### src/design/hangon_bus_pkg.sv
/* Main 68000 bus widths, word types and memory mapper region indices.
   Import into any block that decodes or carries main bus traffic. */
`default_nettype none

package hangon_bus_pkg;

    localparam int BUS_ADDR_W = 23;  // Word address, byte lane from the strobes
    localparam int BUS_DATA_W = 16;

    // Numbered as the CPU pins, bit 0 does not exist on the bus
    typedef logic [BUS_ADDR_W:1]   bus_addr_t;
    typedef logic [BUS_DATA_W-1:0] bus_word_t;

    // Mapper region strobes, the CSS lines on the schematics
    localparam int REG_MEM     = 0;
    localparam int REG_SCR     = 1;
    localparam int REG_PAL     = 2;
    localparam int REG_OBJ     = 3;
    localparam int REG_IO      = 4;
    localparam int REG_SUB     = 5;
    localparam int NUM_REGIONS = 6;

    typedef logic [NUM_REGIONS-1:0] region_t;

    // Interrupt acknowledge cycles select no device
    localparam logic [2:0] FC_INTACK = 3'd7;

    // Pulled-up data bus when no device drives it
    localparam bus_word_t OPEN_BUS = '1;

endpackage

`default_nettype wire

### src/design/hangon_cab_pkg.sv
/* Cabinet I/O map of the Super Hang On main board: sub-addresses, ADC channels,
   controller types and the fixed bytes returned by the input ports. */
`default_nettype none

package hangon_cab_pkg;

    typedef logic [7:0] cab_byte_t;
    typedef logic [2:0] adc_ch_t;
    typedef logic [2:0] ctrl_type_t;

    // Sub-address is {A13, A12, A5} inside the I/O region
    localparam logic [2:0] IO_CTRL_WR = 3'd0;  // Video, mute, ADC channel
    localparam logic [2:0] IO_SND_WR  = 3'd1;  // Sound CPU reset
    localparam logic [2:0] IO_INPUTS  = 3'd2;  // Switches and DIP banks
    localparam logic [2:0] IO_ADC     = 3'd7;  // Read converts, write latches

    // ADC multiplexer inputs
    localparam adc_ch_t ADC_WHEEL = 3'd0;
    localparam adc_ch_t ADC_GAS   = 3'd1;
    localparam adc_ch_t ADC_BRAKE = 3'd2;

    // Host side controller fitted to the cabinet
    localparam ctrl_type_t CTRL_DUAL_STICK = 3'd0;
    localparam ctrl_type_t CTRL_TRIGGER    = 3'd1;
    localparam ctrl_type_t CTRL_WHEEL      = 3'd2;

    // Digital steering overrides the analog wheel
    localparam cab_byte_t WHEEL_LEFT_BYTE  = 8'he0;
    localparam cab_byte_t WHEEL_RIGHT_BYTE = 8'h20;

    // Idle input port and fully pressed pedal
    localparam cab_byte_t FULL_BYTE = 8'hff;

endpackage

`default_nettype wire

### src/design/cab_adc.sv
/* Cabinet ADC model: samples the host analog words on a latch strobe and maps
   them to the wheel, gas and brake bytes the game expects for each controller. */
`timescale 1ns/1ps
`default_nettype none

module cab_adc import hangon_cab_pkg::*; (
    input  logic        clk,
    input  logic        rst,
    input  logic        latch,
    input  adc_ch_t     adc_ch,
    input  ctrl_type_t  ctrl_type,
    input  cab_byte_t   joystick1,
    input  logic [15:0] joyana1,
    input  logic [15:0] joyana1b,
    output cab_byte_t   adc_byte
);

    logic [15:0] ana1;
    logic [15:0] ana1b;
    cab_byte_t   gas_byte;
    cab_byte_t   brake_byte;
    cab_byte_t   wheel_byte;

    // Negative half of a stick axis, pushed further reads larger
    function automatic cab_byte_t stick_neg(input logic [15:0] w);
        stick_neg = w[15] ? ~{w[14:8], w[14]} : 8'h00;
    endfunction

    // Positive half of a stick axis
    function automatic cab_byte_t stick_pos(input logic [15:0] w);
        stick_pos = w[15] ? 8'h00 : {w[14:8], w[14]};
    endfunction

    always_ff @(posedge clk or posedge rst) begin
        if (rst) begin
            ana1  <= '0;
            ana1b <= '0;
        end else if (latch) begin
            ana1  <= joyana1;
            ana1b <= joyana1b;
        end
    end

    always_comb begin
        wheel_byte = ~ana1[7:0] ^ 8'h80;  // Centre reads 80
        if (!joystick1[1]) wheel_byte = WHEEL_LEFT_BYTE;
        if (!joystick1[0]) wheel_byte = WHEEL_RIGHT_BYTE;

        case (ctrl_type)
            CTRL_DUAL_STICK: gas_byte = stick_neg(ana1b);
            CTRL_TRIGGER:    gas_byte = ana1b[7] ? 8'h00 : {ana1b[6:0], ana1b[6]};
            CTRL_WHEEL:      gas_byte = stick_neg(ana1);   // Pedal on the wheel Y axis
            default:         gas_byte = 8'h00;
        endcase
        if (!joystick1[4]) gas_byte = FULL_BYTE;

        case (ctrl_type)
            CTRL_DUAL_STICK, CTRL_TRIGGER: brake_byte = stick_pos(ana1b);
            CTRL_WHEEL:                    brake_byte = stick_neg(ana1b);
            default:                       brake_byte = 8'h00;
        endcase
        if (!joystick1[5]) brake_byte = FULL_BYTE;
    end

    always_comb begin
        case (adc_ch)
            ADC_WHEEL: adc_byte = wheel_byte;
            ADC_GAS:   adc_byte = gas_byte;
            ADC_BRAKE: adc_byte = brake_byte;
            default:   adc_byte = FULL_BYTE;  // Unconnected inputs
        endcase
    end

endmodule

`default_nettype wire

### src/design/cab_io.sv
/* Second pipeline stage: cabinet I/O port. Reads are combinational from io_cs,
   control writes latch on the lower byte lane. */
`timescale 1ns/1ps
`default_nettype none

module cab_io import hangon_bus_pkg::*, hangon_cab_pkg::*; (
    input  logic       clk,
    input  logic       rst,
    input  logic       io_cs,
    input  bus_addr_t  addr,
    input  logic       rnw,
    input  logic [1:0] dsn,
    input  bus_word_t  cpu_dout,
    input  cab_byte_t  joystick1,
    input  logic [1:0] start_button,
    input  logic [1:0] coin_input,
    input  logic       service,
    input  logic       dip_test,
    input  cab_byte_t  dipsw_a,
    input  cab_byte_t  dipsw_b,
    input  bus_word_t  joyana1,
    input  bus_word_t  joyana1b,
    input  ctrl_type_t ctrl_type,
    output cab_byte_t  cab_dout,
    output logic       video_en,
    output logic       mute,
    output logic       snd_rstb
);

    logic [2:0] io_sub;
    logic       lds_wr;   // Write on the low byte lane
    logic       adc_latch;
    adc_ch_t    adc_ch;
    cab_byte_t  adc_byte;

    assign io_sub    = {addr[13], addr[12], addr[5]};
    assign lds_wr    = io_cs && !rnw && !dsn[0];
    assign adc_latch = io_cs && !rnw && io_sub == IO_ADC;  // Starts a conversion

    always_ff @(posedge clk or posedge rst) begin
        if (rst) begin
            adc_ch   <= '0;
            video_en <= 1'b1;
            mute     <= 1'b0;
            snd_rstb <= 1'b1;
        end else if (lds_wr) begin
            case (io_sub)
                IO_CTRL_WR: begin
                    adc_ch   <= {1'b0, cpu_dout[7:6]};
                    video_en <= cpu_dout[4];
                    mute     <= ~cpu_dout[5];  // Darlington driver inverts
                end
                IO_SND_WR: snd_rstb <= cpu_dout[0];
                default: ;
            endcase
        end
    end

    always_comb begin
        cab_dout = FULL_BYTE;
        if (io_cs) begin
            case (io_sub)
                IO_INPUTS: begin
                    case (addr[2:1])
                        2'd1: cab_dout = {2'b11, joystick1[7], start_button[0],
                                          service, dip_test, coin_input};
                        2'd2: cab_dout = dipsw_a;
                        2'd3: cab_dout = dipsw_b;
                        default: cab_dout = FULL_BYTE;  // Unused port
                    endcase
                end
                IO_ADC:  cab_dout = adc_byte;
                default: cab_dout = FULL_BYTE;
            endcase
        end
    end

    cab_adc u_adc (
        .clk       (clk),
        .rst       (rst),
        .latch     (adc_latch),
        .adc_ch    (adc_ch),
        .ctrl_type (ctrl_type),
        .joystick1 (joystick1),
        .joyana1   (joyana1),
        .joyana1b  (joyana1b),
        .adc_byte  (adc_byte)
    );

endmodule

`default_nettype wire

### src/design/hangon_main.sv
/* Super Hang On main CPU glue logic. Sits between the CPU and memory mapper and
   the memories: decode, cabinet I/O and read mux in three stages. */
`timescale 1ns/1ps
`default_nettype none

module hangon_main import hangon_bus_pkg::*, hangon_cab_pkg::*; (
    input  logic       clk,
    input  logic       rst,
    // CPU bus request
    input  bus_addr_t  addr,
    input  logic       asn,
    input  logic [2:0] fc,
    input  logic       rnw,
    input  logic [1:0] dsn,
    input  bus_word_t  cpu_dout,
    input  region_t    region_active,  // From the mapper
    // Memories and video
    input  bus_word_t  rom_data,
    input  bus_word_t  ram_data,
    input  bus_word_t  char_dout,
    input  bus_word_t  pal_dout,
    input  bus_word_t  obj_dout,
    input  bus_word_t  sub_din,
    input  logic       rom_ok,
    input  logic       ram_ok,
    input  logic       sub_ok,
    // Cabinet
    input  cab_byte_t  joystick1,
    input  bus_word_t  joyana1,
    input  bus_word_t  joyana1b,
    input  logic [1:0] start_button,
    input  logic [1:0] coin_input,
    input  logic       service,
    input  logic       dip_test,
    input  cab_byte_t  dipsw_a,
    input  cab_byte_t  dipsw_b,
    input  ctrl_type_t ctrl_type,
    output logic       rom_cs,
    output logic       ram_cs,
    output logic       vram_cs,
    output logic       char_cs,
    output logic       pal_cs,
    output logic       objram_cs,
    output logic       sub_cs,
    output bus_word_t  cpu_din,
    output logic       bus_busy,
    output logic       video_en,
    output logic       mute,
    output logic       snd_rstb
);

    logic      io_cs;
    cab_byte_t cab_dout;

    main_cs_decode u_cs (
        .clk(clk), .rst(rst),
        .addr(addr), .asn(asn), .fc(fc), .dsn(dsn),
        .region_active(region_active),
        .rom_cs(rom_cs), .ram_cs(ram_cs), .vram_cs(vram_cs), .char_cs(char_cs),
        .pal_cs(pal_cs), .objram_cs(objram_cs), .io_cs(io_cs), .sub_cs(sub_cs)
    );

    cab_io u_io (
        .clk(clk), .rst(rst),
        .io_cs(io_cs), .addr(addr), .rnw(rnw), .dsn(dsn), .cpu_dout(cpu_dout),
        .joystick1(joystick1), .start_button(start_button), .coin_input(coin_input),
        .service(service), .dip_test(dip_test),
        .dipsw_a(dipsw_a), .dipsw_b(dipsw_b),
        .joyana1(joyana1), .joyana1b(joyana1b), .ctrl_type(ctrl_type),
        .cab_dout(cab_dout), .video_en(video_en), .mute(mute), .snd_rstb(snd_rstb)
    );

    main_data_mux u_mux (
        .clk(clk), .rst(rst),
        .rom_cs(rom_cs), .ram_cs(ram_cs), .vram_cs(vram_cs), .char_cs(char_cs),
        .pal_cs(pal_cs), .objram_cs(objram_cs), .io_cs(io_cs), .sub_cs(sub_cs),
        .cab_dout(cab_dout),
        .rom_data(rom_data), .ram_data(ram_data), .char_dout(char_dout),
        .pal_dout(pal_dout), .obj_dout(obj_dout), .sub_din(sub_din),
        .rom_ok(rom_ok), .ram_ok(ram_ok), .sub_ok(sub_ok),
        .cpu_din(cpu_din), .bus_busy(bus_busy)
    );

endmodule

`default_nettype wire

### src/design/main_cs_decode.sv
/* First pipeline stage: turns the address strobe, function code and mapper
   region strobes into registered chip selects, valid the cycle after the request. */
`timescale 1ns/1ps
`default_nettype none

module main_cs_decode import hangon_bus_pkg::*; (
    input  logic       clk,
    input  logic       rst,
    input  bus_addr_t  addr,
    input  logic       asn,
    input  logic [2:0] fc,
    input  logic [1:0] dsn,
    input  region_t    region_active,
    output logic       rom_cs,
    output logic       ram_cs,
    output logic       vram_cs,
    output logic       char_cs,
    output logic       pal_cs,
    output logic       objram_cs,
    output logic       io_cs,
    output logic       sub_cs
);

    logic bus_req;
    logic ds_active;  // Either byte lane strobed
    logic ram_page;   // Top quarter of the MEM region

    assign bus_req   = !asn && fc != FC_INTACK;
    assign ds_active = !(&dsn);
    assign ram_page  = addr[18:17] == 2'b11;

    always_ff @(posedge clk or posedge rst) begin
        if (rst) begin
            rom_cs    <= 1'b0;
            ram_cs    <= 1'b0;
            vram_cs   <= 1'b0;
            char_cs   <= 1'b0;
            pal_cs    <= 1'b0;
            objram_cs <= 1'b0;
            io_cs     <= 1'b0;
            sub_cs    <= 1'b0;
        end else if (bus_req) begin
            rom_cs    <= region_active[REG_MEM] && !ram_page;
            ram_cs    <= region_active[REG_MEM] && ram_page && ds_active;
            char_cs   <= region_active[REG_SCR] && addr[16];   // Text layer
            vram_cs   <= region_active[REG_SCR] && !addr[16] && ds_active;
            pal_cs    <= region_active[REG_PAL];
            objram_cs <= region_active[REG_OBJ];
            io_cs     <= region_active[REG_IO];
            sub_cs    <= region_active[REG_SUB];  // Shared with the sub CPU
        end else begin
            // Bus idle or interrupt acknowledge
            rom_cs    <= 1'b0;
            ram_cs    <= 1'b0;
            vram_cs   <= 1'b0;
            char_cs   <= 1'b0;
            pal_cs    <= 1'b0;
            objram_cs <= 1'b0;
            io_cs     <= 1'b0;
            sub_cs    <= 1'b0;
        end
    end

endmodule

`default_nettype wire

### src/design/main_data_mux.sv
/* Third pipeline stage: registers the CPU read data from the selected device and
   raises bus_busy while a slow memory has not returned its word. */
`timescale 1ns/1ps
`default_nettype none

module main_data_mux import hangon_bus_pkg::*; (
    input  logic       clk,
    input  logic       rst,
    input  logic       rom_cs,
    input  logic       ram_cs,
    input  logic       vram_cs,
    input  logic       char_cs,
    input  logic       pal_cs,
    input  logic       objram_cs,
    input  logic       io_cs,
    input  logic       sub_cs,
    input  logic [7:0] cab_dout,
    input  bus_word_t  rom_data,
    input  bus_word_t  ram_data,
    input  bus_word_t  char_dout,
    input  bus_word_t  pal_dout,
    input  bus_word_t  obj_dout,
    input  bus_word_t  sub_din,
    input  logic       rom_ok,
    input  logic       ram_ok,
    input  logic       sub_ok,
    output bus_word_t  cpu_din,
    output logic       bus_busy
);

    // Work RAM and VRAM share one SDRAM port
    assign bus_busy = (rom_cs && !rom_ok) ||
                      ((ram_cs || vram_cs) && !ram_ok) ||
                      (sub_cs && !sub_ok);

    always_ff @(posedge clk or posedge rst) begin
        if (rst) begin
            cpu_din <= '0;
        end else begin
            cpu_din <= (ram_cs || vram_cs) ? ram_data   :
                       rom_cs              ? rom_data   :  // No decryption
                       char_cs             ? char_dout  :
                       pal_cs              ? pal_dout   :
                       objram_cs           ? obj_dout   :
                       sub_cs              ? sub_din    :
                       io_cs               ? {8'hff, cab_dout} :
                                             OPEN_BUS;
        end
    end

endmodule

`default_nettype wire

### config.mk
export PLATFORM = sky130hd
export DESIGN_NAME = hangon_main
export DESIGN_NICKNAME = d
export VERILOG_FILES = /design/src/design/hangon_bus_pkg.sv /design/src/design/hangon_cab_pkg.sv /design/src/design/cab_adc.sv /design/src/design/cab_io.sv /design/src/design/hangon_main.sv /design/src/design/main_cs_decode.sv /design/src/design/main_data_mux.sv
export SDC_FILE = /design/constraint.sdc
export NUM_CORES = 1
export LEC_CHECK = 0
export BUFFER_PORTS_ARGS = -buffer_cell sky130_fd_sc_hd__buf_2
export CORE_AREA = 2 2 96 98
export DETAILED_ROUTE_END_ITERATION = 8
export DIE_AREA = 0 0 98 100
export MAX_ROUTING_LAYER = met4
export PLACE_DENSITY = 0.9
export SLEW_MARGIN = 40
export SYNTH_ARGS = -nofsm -noshare
export SYNTH_HDL_FRONTEND = slang
export SYNTH_SLANG_ARGS = --single-unit
### constraint.sdc
create_clock -name clk -period 2.8 [get_ports clk]
set_clock_uncertainty 0.2 [all_clocks]
set_input_delay 0.28 -clock clk [delete_from_list [all_inputs] [get_ports clk]]
set_output_delay 0.28 -clock clk [all_outputs]
set_load 0.01 [all_outputs]
Word-level counts from Yosys, hierarchy flattened

Index checks and enable logic that the tools add are counted.

Flip-flop bits (word level): 61
Output and inout bits: 27
Logic and storage cells: 92

Eq/ne operators: 12
Multiplexer cells: 28
Bitwise operators: 5
Reductions and logical operators: 32

Operator list:

| cell                                                                   | number |
|---|---|
| 16-bit two-way mux                                                     | 6 |
| 8-bit two-way mux                                                      | 9 |
| 8-bit one-hot mux with 3 select lines                                  | 3 |
| 8-bit one-hot mux with 2 select lines                                  | 2 |
| 8-bit inverter                                                         | 3 |
| 1-bit logical AND                                                      | 13 |
| 1-bit zero test                                                        | 9 |
| 3-bit zero test                                                        | 3 |
| 2-bit equality test (second input constant)                            | 4 |
| 1-bit two-way mux                                                      | 8 |
| 3-bit by 1-bit equality test with 1-bit output (second input constant) | 2 |
| 3-bit by 2-bit equality test with 1-bit output (second input constant) | 2 |
| 2-bit AND reduction                                                    | 3 |
| 2-bit by 1-bit equality test with 1-bit output (second input constant) | 2 |
| 3-bit equality test (second input constant)                            | 1 |
| 1-bit logical OR                                                       | 3 |
| 3-bit inequality test (second input constant)                          | 1 |
| 1-bit inverter                                                         | 2 |
| 2-bit OR reduction                                                     | 1 |

Depth between registers and ports, before layout

Gate-level depths: netlist (run 1).

Word-level depth: 13
Gate-level depth with buffers: 7
Mapped depth without buffers: 5

Hierarchy

Synthesis (run 1) repeated with hierarchy kept, for this count alone.

Cells, all modules: 402
Area total of the unflattened synthesis: 3996.3 um2

By module, submodules not included:

| module         | instances | cells an instance | area an instance (um2) |
|---|---|---|---|
| cab_adc        | 1         | 136               | 1636.6 |
| main_data_mux  | 1         | 184               | 1525.2 |
| cab_io         | 1         | 62                | 533.0 |
| main_cs_decode | 1         | 20                | 301.5 |

Worst setup path before layout (run 1)

Ideal clock, no wire load.

Path kind: register to register
Start point: register u_cs.rom_cs
End point: register u_mux.cpu_din[1]
Arrival: 1.606 ns
Data required time: 2.490 ns
Slack: 0.884 ns
Cell stages (with the launch flop): 6
Buffers on the path: 2
Clock period less this slack: 1.916 ns
Cell sequence: dfrtp_1 > clkbuf_1 > or3_1 > buf_2 > nand2b_1 > o41ai_1

Word-level cells in the longest chain between the ends: 2

Ends and longest elaborated chain:

| item                   | line                 | source |
|---|---|---|
| from (decl)            | main_cs_decode.sv:14 | `output logic rom_cs,` |
| from (signal assigned) | main_cs_decode.sv:43 | `rom_cs <= region_active[REG_MEM] && !ram_page;` |
| 16-bit two-way mux     | main_data_mux.sv:41  | `rom_cs ? rom_data :` |
| 16-bit two-way mux     | main_data_mux.sv:40  | `cpu_din <= (ram_cs \|\| vram_cs) ? ram_data :` |
| to (signal assigned)   | main_data_mux.sv:40  |  |
| to (decl)              | main_data_mux.sv:27  | `output bus_word_t cpu_din,` |

Every way passes these cells.
A chain may end at the register's enable or synchronous reset.

Final worst setup path (run 1)

Start point: register u_io.u_adc.ana1b[15]
End point: register u_mux.cpu_din[4]

Word-level cells in the longest chain between the ends: 12
Elaborated cells between the ends (all ways): 15
Those cells by class: mux: 15

Ends and longest elaborated chain:

| item                                                                                           | line                         | source |
|---|---|---|
| from (decl)                                                                                    | cab_adc.sv:19                | `logic [15:0] ana1b;` |
| from (signal assigned)                                                                         | cab_adc.sv:40                | `ana1b <= joyana1b;` |
| 8-bit two-way mux, on equally long branches                                                    | cab_adc.sv:26, cab_adc.sv:31 |  |
| 8-bit one-hot mux with 3 select lines or 8-bit one-hot mux with 2 select lines (tied branches) | cab_adc.sv:49, cab_adc.sv:57 |  |
| 8-bit two-way mux, on equally long branches                                                    | cab_adc.sv:55, cab_adc.sv:62 |  |
| 8-bit one-hot mux with 3 select lines (*)                                                      | cab_adc.sv:66                | `case (adc_ch)` |
| 8-bit one-hot mux with 2 select lines (*)                                                      | cab_io.sv:62                 | `case (io_sub)` |
| 8-bit two-way mux (*)                                                                          | main_data_mux.sv:46          | `io_cs ? {8'hff, cab_dout} :` |
| 16-bit two-way mux (*)                                                                         | main_data_mux.sv:45          | `sub_cs ? sub_din :` |
| 16-bit two-way mux (*)                                                                         | main_data_mux.sv:44          | `objram_cs ? obj_dout :` |
| 16-bit two-way mux (*)                                                                         | main_data_mux.sv:43          | `pal_cs ? pal_dout :` |
| 16-bit two-way mux (*)                                                                         | main_data_mux.sv:42          | `char_cs ? char_dout :` |
| 16-bit two-way mux (*)                                                                         | main_data_mux.sv:41          |  |
| 16-bit two-way mux (*)                                                                         | main_data_mux.sv:40          |  |

Every way passes the cells marked *; elsewhere a longest branch is shown, timed or not.

==> flow_metrics.env, run 1 <==
export IMPL_outcome="complete, no violations"
export IMPL_ios=245
export IMPL_synth_nets=608
export IMPL_drive_gt1_share_pct=40.7
export IMPL_seq_area_frac_synth_pct=41.1
export IMPL_ys_warnings_count=0
export IMPL_grt_overflow=0
export IMPL_wl_per_cell_um=18.7
export IMPL_postSynth_asyncResetShare_pct=100
export IMPL_grt_usage_pct=29.4
export IMPL_maxSlewViolCount=0
export IMPL_worstReg2RegStart="u_io.u_adc.ana1b[15]"
export IMPL_synth_xor_area_share_pct=0.235
export IMPL_cp_required_ns=2.79
export IMPL_final_net_count=875
export IMPL_clockBufferDepth=2
export IMPL_max_stage_delay_ns=0.53
export IMPL_drt_wl_total_mm=14.5
export IMPL_die_area_sq_um=9800
export IMPL_synthSimpleGateAreaFrac_pct=14.6
export IMPL_path_buf_inv=0
export IMPL_startpoint_type="flip-flop"
export IMPL_post_cts_setup_buffers=0
export IMPL_max_freq_mhz=449
export IMPL_hold_viol=0
export IMPL_end_kind="flip-flop"
export IMPL_cp_cell_sequence="nor4b_2 -> or2b_1 -> a31oi_1 -> a211oi_1 -> o41ai_1"
export IMPL_max_cap_violations=0
export IMPL_synth_edff_count=0
export IMPL_gp_congestion=0.865
export IMPL_p_leak_nw=2.76
export IMPL_vias_per_cell=5.69
export IMPL_n_fill_cell=692
export IMPL_antenna_found_initial=0
export IMPL_grt_max_degree=46
export IMPL_start_util_pct=41.9
export IMPL_diodes=0
export IMPL_rsz0062_at_grt="no"
export IMPL_slowest_stage="nor4b_2"
export IMPL_drc=0
export IMPL_port_buffers=214
export IMPL_cts_sinks=61
export IMPL_yosys_register_bits=61
export IMPL_fin_tns_setup_ns=0
export IMPL_hp_start="joyana1[13]"
export IMPL_fin_crit_sh_pct=79.5
export IMPL_core_area_sq_um=8890
export IMPL_post_route_min_period_ns=2.23
export IMPL_setup_viol=0
export IMPL_critPathKind="flip-flop to flip-flop"
export IMPL_dp_hpwl_mm=10.3
export IMPL_synth_top_family_by_area="compound AO/OA/AOI/OAI gates"
export IMPL_yosys_area_top_type="dfrtp_1"
export IMPL_num_vias=4391
export IMPL_r2r_cells=5
export IMPL_critical_path_top_delay_family="simple AND/OR/NAND/NOR gates"
export IMPL_crit_arrival_ns=2.22
export IMPL_root_buffer="clkbuf_8"
export IMPL_max_slew_worst_pin_slew_ns=0.649
export IMPL_dr_pass1_iters=5
export IMPL_holdPathStages=3
export IMPL_clkLatencyLatePin_ns=0.33
export IMPL_power_density_nw_per_um2=477
export IMPL_multi_input_area_sq_um=1970
export IMPL_ys_flop_type="dfrtp_1"
export IMPL_synth_compound_area_share_pct=25.3
export IMPL_netlist_top_cells_area="dfrtp_1 (40%), mux2_2 (5.1%), mux2i_1 (4.3%)"
export IMPL_relSlewSlack_pct=56.4
export IMPL_cts_buffers_inserted=9
export IMPL_grt_pass1_wl_mm=22.2
export IMPL_muxShareOfSynthArea_pct=12.8
export IMPL_seqCellArea_sq_um=1530
export IMPL_grt_pass1_vias=4610
export IMPL_rrSetupSlack_ns=0.57
export IMPL_path_clk_slew_ns=0.07
export IMPL_rows=35
export IMPL_critical_path_max_fanout=7
export IMPL_area_growth_pct=53.1
export IMPL_final_antenna_net_count=0
export IMPL_die_h_um=100
export IMPL_min_to="u_io.u_adc.ana1[13]"
export IMPL_syn_inst=390
export IMPL_cts_tree="done"
export IMPL_netlist_area_sq_um=3720
export IMPL_synth_top_area_share_pct=39.7
export IMPL_drt_iter0_markers=235
export IMPL_final_util_pct=64.1
export IMPL_cts_resized=0
export IMPL_synth_cell_type_count=55
export IMPL_synth_area_per_cell_sq_um=9.54
export IMPL_synthAdderAreaFrac_pct=0
export IMPL_reg2reg_to="u_mux.cpu_din[4]"
export IMPL_min_path_type="input port to flip-flop"
export IMPL_htree_num_levels=3
export IMPL_vdd_drop_max_v=0.000335
export IMPL_dieWidth_um=98
[flip-flops by register name (all words and copies together) (netlist names), 2 cells and up]
register / count
u_io.u_adc.ana1: 16
u_io.u_adc.ana1b: 16
u_mux.cpu_din: 16
u_io.adc_ch: 2
[report_power, final]
| group | total, mW | internal [mW] | switching, mW |
|---|---|---|---|
| registers | 1.11 | 1.03 | 0.0802 |
| logic | 0.689 | 0.351 | 0.338 |
| clock network | 0.915 | 0.570 | 0.345 |
[logic make-up after synthesis]
kind of cell | Yosys count
flip-flops | 61
AND/OR/NAND/NOR | 95
AO/OA/AOI/OAI | 137
XOR/XNOR | 1
buffers and inverters | 52
multiplexers | 44
[layer usage]
layer | share of wire, % | wire [um] | track usage, %
met3 | 7.0 | 1010 | 5.92
met5 | 0 | 0 | -
met1 | 38 | 5460 | 33.4
met4 | 3.9 | 565 | 13.8
met2 | 51 | 7430 | 50.2
[placed cells by master, fill, tap and decap left out, drive strengths merged, types with 10 or more instances in the layout]
master       Yosys  layout
a21oi           16      16
a22oi           12      12
and3            11      11
buf             11     225
clkbuf          15      12
dfrtp           59      59
dlygate4sd3      0      57
inv             26      26
mux2            28      28
mux2i           16      16
nand2           31      31
nor2b           10      10
o21ai           37      37
o22ai           14      14
[cells in the mapped netlist, drive strengths merged (3+ instances only)]
master  count
nand2b      6
or2b        6
nand3b      3
o41ai       6
o211ai      8
a21oi      16
a211o       6
and3       11
and2        5
buf        11
mux2       28
a31oi       8
nand2      31
o221ai      3
nor2b      10
o22ai      14
clkbuf     15
mux2i      16
a211oi      6
o21ai      37
nor2        5
dfrtp      59
inv        26
a221oi      8
a22oi      12
[stage by stage]
stage          total power, mW  instance area, sq um  setup WS (ns)  hold WS [ns]  instances
2_1_floorplan             1.44                  3720          0.810         0.163        390
3_3_place_gp              1.69                  4890          0.622         0.145        700
3_5_place_dp              1.73                  4890          0.545         0.160        700
4_1_cts                   2.71                  5700          0.600       0.00251        772
5_1_grt                   2.85                  5700          0.381        0.0293        772
6_report                  2.72                  5700          0.575        0.0137        772
[cell type report]
cell class / count / share of cell area [%]
clock buffers: 12 / 2.90
clock inverters: 3 / 1.19
inverters: 26 / 1.71
multi-input cells: 277 / 34.6
flip-flops and latches: 61 / 26.8
well taps: 111 / 2.44
repair buffers: 282 / 30.3
[worst max path at each step]
stage / slack (ns) / cells past startpoint / start / to
6_report: 0.57 / 5 / u_io.u_adc.ana1b[15] / u_mux.cpu_din[4]
5_1_grt: 0.38 / 5 / u_io.u_adc.ana1b[15] / u_mux.cpu_din[4]
4_1_cts: 0.60 / 5 / u_io.u_adc.ana1b[15] / u_mux.cpu_din[3]
3_5_place_dp: 0.55 / 6 / ctrl_type[1] / u_mux.cpu_din[3]
3_3_place_gp: 0.62 / 6 / addr[4] / u_mux.cpu_din[6]
2_1_floorplan: 0.81 / 1 / rst / u_cs.char_cs
[what timing repair did]
item | CTS | global route
endpoints found under the hold margin | 76 | 0
hold buffers | 57 | 0
endpoints found under the setup margin | 0 | 0
[worst min-delay path, cell delays in order]
cell and delay [ns]:
buf_2 0.08, nand2_1 0.04, o21ai_0 0.10
(Power assumes the default switching activity.)
==> run 2, diff against run 1 <==
--- a/config.mk
+++ b/config.mk
@@ -6,11 +6,11 @@
 export NUM_CORES = 1
 export LEC_CHECK = 0
 export BUFFER_PORTS_ARGS = -buffer_cell sky130_fd_sc_hd__buf_2
-export CORE_AREA = 2 2 96 98
+export CORE_AREA = 2 2 97 99
 export DETAILED_ROUTE_END_ITERATION = 8
-export DIE_AREA = 0 0 98 100
+export DIE_AREA = 0 0 99 101
 export MAX_ROUTING_LAYER = met4
-export PLACE_DENSITY = 0.9
+export PLACE_DENSITY = 0.89
 export SLEW_MARGIN = 40
 export SYNTH_ARGS = -nofsm -noshare
 export SYNTH_HDL_FRONTEND = slang
==> constraint.sdc (replaced) <==
create_clock -name clk -period 2.1 [get_ports clk]
set_clock_uncertainty 0.2 [all_clocks]
set_input_delay 0.21 -clock clk [delete_from_list [all_inputs] [get_ports clk]]
set_output_delay 0.21 -clock clk [all_outputs]
set_load 0.01 [all_outputs]
==> run 2 against run 1 <==
Clock power up 19%. Worst hold slack improved by 0.0056 ns. Power grew 32%. Critical path depth is 1 lower. Highest routed layer unchanged. Wire length up 9.3%. Die area up 2.0%. Setup slack got worse by 0.52 ns. Largest power group unchanged. Utilization up 3.3 points. Critical path type unchanged. Cell area increased by 6.2%.
==> flow_metrics.env, run 2 (synthesized netlist as in run 1, its figures left out) <==
export IMPL_outcome="complete, no violations"
export IMPL_grt_pass1_wl_mm=23.6
export IMPL_grt_max_degree=46
export IMPL_vdd_drop_max_v=0.000359
export IMPL_dr_pass1_iters=5
export IMPL_drt_wl_total_mm=15.8
export IMPL_max_slew_worst_pin_slew_ns=0.524
export IMPL_p_leak_nw=2.92
export IMPL_num_vias=4606
export IMPL_hold_viol=0
export IMPL_antenna_found_initial=0
export IMPL_cts_buffers_inserted=9
export IMPL_dieWidth_um=99
export IMPL_rsz0062_at_grt="no"
export IMPL_max_freq_mhz=489
export IMPL_relSlewSlack_pct=65.0
export IMPL_critical_path_max_fanout=9
export IMPL_fin_crit_sh_pct=97.3
export IMPL_port_buffers=214
export IMPL_crit_arrival_ns=2.13
export IMPL_grt_usage_pct=31.3
export IMPL_vias_per_cell=5.72
export IMPL_top_regs="u_io.u_adc.ana1: 16 flops, u_io.u_adc.ana1b: 16 flops, u_mux.cpu_din: 16 flops"
export IMPL_end_kind="flip-flop"
export IMPL_max_cap_violations=0
export IMPL_power_mw=3.58
export IMPL_die_area_sq_um=10000
export IMPL_min_path_type="input port to flip-flop"
export IMPL_final_antenna_net_count=0
export IMPL_pre_cts_ws_ns=0.00886
export IMPL_drive_gt1_share_pct=42.8
export IMPL_core_area_sq_um=8980
export IMPL_grt_overflow=0
export IMPL_rows=35
export IMPL_root_buffer="clkbuf_8"
export IMPL_area_growth_pct=62.6
export IMPL_met2_wirelength_mm=8.06
export IMPL_diodes=0
export IMPL_final_common_cell="buf_2"
export IMPL_cp_required_ns=2.19
export IMPL_power_density_nw_per_um2=592
export IMPL_startpoint_type="flip-flop"
export IMPL_htree_num_levels=3
export IMPL_wl_per_cell_um=19.6
export IMPL_final_cell_mix="buf_2 (214), dlygate4sd3_1 (74), dfrtp_1 (58)"
export IMPL_highest_layer="met4"
export IMPL_ios=245
export IMPL_gp_congestion=0.875
export IMPL_setup_ws_ns=0.0561
export IMPL_drt_iter0_markers=283
export IMPL_clkLatencyLatePin_ns=0.35
export IMPL_drc=0
export IMPL_final_net_count=907
export IMPL_maxSlewViolCount=0
export IMPL_dp_hpwl_mm=10.7
export IMPL_grt_pass1_vias=4726
export IMPL_fin_tns_setup_ns=0
export IMPL_path_clk_slew_ns=0.08
export IMPL_post_route_min_period_ns=2.04
export IMPL_n_fill_cell=667
export IMPL_cts_tree="done"
export IMPL_start_util_pct=41.4
export IMPL_die_h_um=101
export IMPL_setup_viol=0
export IMPL_wl_met3_mm=1.29
export IMPL_cts_sinks=61
export IMPL_clockBufferDepth=2
export IMPL_critPathKind="flip-flop to flip-flop"
export IMPL_met1_length_mm=5.86
## run 2: repair_timing
item / 4_1_cts / 5_1_grt
buffers inserted: 0 / 2
endpoints found under the setup margin: 4 / 7
hold endpoints to repair: 119 / 0
hold buffers: 74 / 0
resized for setup: 3 / 14
pin swaps: 0 / 3
## run 2: critical path, cell delays in order, from the launching register on
cell and delay [ns]:
dfrtp_1 0.48, or3_1 0.42, buf_4 0.19, o21ai_1 0.13, dlygate4sd3_1 0.56
## run 2: worst paths after layout
kind	startpoint	to	slack, ns	cells past startpoint
worst max register to register	u_cs.rom_cs	u_mux.cpu_din[13]	0.06	4
worst min-delay path	char_dout[4]	u_mux.cpu_din[4]	0.02	3
max in group asynchronous	rst	u_io.u_adc.ana1b[15]	0.92	4
worst max-delay path	u_cs.rom_cs	u_mux.cpu_din[13]	0.06	4
min in group asynchronous	rst	u_mux.cpu_din[13]	0.06	3
worst min register to register	u_io.u_adc.ana1b[4]	u_io.u_adc.ana1b[4]	0.29	1
## run 2: area by class of cell
type                            count  area, sq um  share of cell area [%]
Timing Repair Buffer              314         2040                    33.7
Clock inverter                      7         75.1                    1.24
Tap cell                          111          139                    2.30
Sequential cell                    61         1530                    25.3
Inverter                           26         97.6                    1.61
Clock buffer                        9          124                    2.05
Multi-Input combinational cell    277         2050                    33.8
## run 2: metrics by stage
stage,hold WS [ns],util (%),instances,cell area (sq um)
final,0.0192,67.4,805,6050
after global routing,0.0369,67.4,805,6050
after CTS,0.00182,66.4,803,5960
after detailed placement,-0.136,55.9,713,5010
after global placement,-0.136,55.9,713,5010
after floorplan,0.0933,-,390,3720
## run 2: metal layers
| metal | track usage (%) | up-vias |
|---|---|---|
| met1 | 36.1 | 2178 |
| met3 | 6.45 | 71 |
| met5 | - | - |
| met4 | 11.8 | 0 |
| li1 | - | 2059 |
| met2 | 53.8 | 298 |
## run 2: power breakdown
part | switching (mW) | internal, mW | total (mW)
Sequential | 0.115 | 1.37 | 1.49
Combinational | 0.480 | 0.523 | 1.00
Clock | 0.538 | 0.552 | 1.09
Total | 1.13 | 2.45 | 3.58
==> run 3, diff against run 2 <==
--- a/config.mk
+++ b/config.mk
@@ -6,11 +6,11 @@
 export NUM_CORES = 1
 export LEC_CHECK = 0
 export BUFFER_PORTS_ARGS = -buffer_cell sky130_fd_sc_hd__buf_2
-export CORE_AREA = 2 2 97 99
+export CORE_AREA = 2 2 140 74
 export DETAILED_ROUTE_END_ITERATION = 8
-export DIE_AREA = 0 0 99 101
+export DIE_AREA = 0 0 142 76
 export MAX_ROUTING_LAYER = met4
-export PLACE_DENSITY = 0.89
+export PLACE_DENSITY = 0.75
 export SLEW_MARGIN = 40
 export SYNTH_ARGS = -nofsm -noshare
 export SYNTH_HDL_FRONTEND = slang
==> run 3 against run 2 <==
Maximum frequency up 2.3%. First-iteration DRC count stayed put. Wire length is 8.6% lower. Power grew 12%. Non-clock buffer count down 4. Critical endpoint is now u_mux.cpu_din[1]. Largest cell class unchanged. Highest routed layer unchanged.
==> flow_metrics.env, run 3 (synthesized netlist as in run 1, its figures left out) <==
export IMPL_outcome="complete, no violations"
export IMPL_n_fill_cell=807
export IMPL_p_clk_share_pct=38.4
export IMPL_crit_arrival_ns=2.02
export IMPL_holdPathStages=4
export IMPL_relSlewSlack_pct=69.2
export IMPL_power_density_nw_per_um2=653
export IMPL_cts_tree="done"
export IMPL_drive_gt1_share_pct=42.6
export IMPL_hold_viol=0
export IMPL_gp_congestion=0.903
export IMPL_start_util_pct=38.3
export IMPL_core_area_sq_um=9730
export IMPL_min_path_type="input port to flip-flop"
export IMPL_vias_per_cell=5.35
export IMPL_drt_wl_total_mm=14.4
export IMPL_cts_sinks=61
export IMPL_drc=0
export IMPL_combPwrFrac_pct=24.7
export IMPL_rows=26
export IMPL_final_antenna_net_count=0
export IMPL_ios=245
export IMPL_pwr_share_seq_pct=36.9
export IMPL_htree_num_levels=3
export IMPL_diodes=0
export IMPL_critical_path_max_fanout=7
export IMPL_path_clk_slew_ns=0.05
export IMPL_finalNonFillerCells=816
export IMPL_dieWidth_um=142
export IMPL_vdd_drop_max_v=0.000418
export IMPL_max_freq_mhz=501
export IMPL_root_buffer="clkbuf_16"
export IMPL_die_h_um=76
export IMPL_clockBufferDepth=2
export IMPL_final_common_cell="buf_2"
export IMPL_grt_usage_pct=27.6
export IMPL_fin_tns_setup_ns=0
export IMPL_placed_cells=730
export IMPL_post_route_min_period_ns=2.00
export IMPL_port_buffers=214
export IMPL_die_area_sq_um=10800
export IMPL_max_cap_violations=0
export IMPL_top_regs="u_io.u_adc.ana1: 16 flops, u_io.u_adc.ana1b: 16 flops, u_mux.cpu_din: 16 flops"
export IMPL_maxSlewViolCount=0
export IMPL_grt_pass1_wl_mm=22.6
export IMPL_p_leak_nw=2.95
export IMPL_p_int_mw=2.91
export IMPL_dp_hpwl_mm=10.7
export IMPL_cts_buffers_inserted=9
export IMPL_grt_busiest_layer="met2"
export IMPL_dr_pass1_iters=4
export IMPL_final_util_pct=63.0
export IMPL_gr_usage_met3_pct=6.85
export IMPL_end_kind="flip-flop"
export IMPL_final_net_count=903
export IMPL_startpoint_type="flip-flop"
export IMPL_use_met1_pct=35.9
export IMPL_grt_pass1_vias=4494
export IMPL_grt_overflow=0
export IMPL_antenna_found_initial=0
export IMPL_setup_viol=0
export IMPL_r2r_cells=5
export IMPL_cp_required_ns=2.12
export IMPL_max_slew_worst_pin_slew_ns=0.459
export IMPL_num_vias=4364
export IMPL_final_cell_mix="buf_2 (214), dlygate4sd3_1 (70), dfrtp_1 (58)"
export IMPL_grt_max_degree=62
export IMPL_wl_per_cell_um=17.7
export IMPL_clkLatencyLatePin_ns=0.33
export IMPL_netSwitchingFraction_pct=27.4
export IMPL_critPathKind="flip-flop to flip-flop"
export IMPL_area_growth_pct=64.8
export IMPL_drt_iter0_markers=283
export IMPL_use_met2_pct=42.2
export IMPL_fin_crit_sh_pct=95.1
export IMPL_p_switching_mw=1.10
run 3: layout make-up:
class | count | area, sq um | share of cell area (%)
timing repair buffer | 310 | 2010 | 32.7
tap | 126 | 158 | 2.57
clock inverter | 3 | 42.5 | 0.694
sequential | 61 | 1530 | 25.0
inverter | 26 | 97.6 | 1.59
multi-input combinational | 277 | 2030 | 33.0
clock buffer | 13 | 270 | 4.41
run 3: worst paths after layout:
kind	startpoint	endpoint	slack, ns
max	u_io.adc_ch[1]	u_mux.cpu_din[1]	0.10
min	rom_data[15]	u_mux.cpu_din[15]	0.02
max reg2reg	u_io.adc_ch[1]	u_mux.cpu_din[1]	0.10
min reg2reg	u_io.u_adc.ana1b[2]	u_io.u_adc.ana1b[2]	0.29
max in group asynchronous	rst	u_io.video_en	1.09
min in group asynchronous	rst	u_mux.cpu_din[13]	0.29
run 3: power groups by stage:
stage	registers, mW	logic, mW	clock network (mW)
global placement	1.48	0.831	0
floorplan	1.50	0.420	0
global route	1.50	1.08	1.62
detailed placement	1.49	0.861	0
finish	1.48	0.989	1.54
CTS	1.47	0.966	1.58
run 3: critical path, stage by stage (launching register included):
cell and delay, ns:
dfrtp_1 0.46, buf_4 0.20, nand3b_1 0.34, a31oi_1 0.27, a211oi_1 0.09, o41ai_1 0.33
run 3: metrics by stage:
stage | setup slack, ns | instance area (sq um) | total power [mW] | hold slack, ns
2_1_floorplan | 0.180 | 3720 | 1.92 | 0.0933
3_3_place_gp | -0.00794 | 5060 | 2.31 | 0.0985
3_5_place_dp | 0.00751 | 5060 | 2.35 | 0.100
4_1_cts | 0.00548 | 6080 | 4.02 | 0.00765
5_1_grt | -0.0277 | 6130 | 4.21 | 0.0313
6_report | 0.103 | 6130 | 4.01 | 0.0225
run 3: metal layers:
metal / share of wire (%) / up-vias / wire length, um
met1: 46 / 2067 / 6640
met3: 6.9 / 35 / 993
met2: 45 / 214 / 6460
li1: - / 2048 / -
met4: 2.5 / 0 / 359
met5: 0 / - / 0
run 3: repair_timing:
action | in CTS | in global routing
setup buffers | 0 | 0
hold buffers | 70 | 0
resized for setup | 2 | 12
hold endpoints to repair | 118 | 0
endpoints found under the setup margin | 1 | 6
gates cloned | 0 | 0
pin swaps | 0 | 2
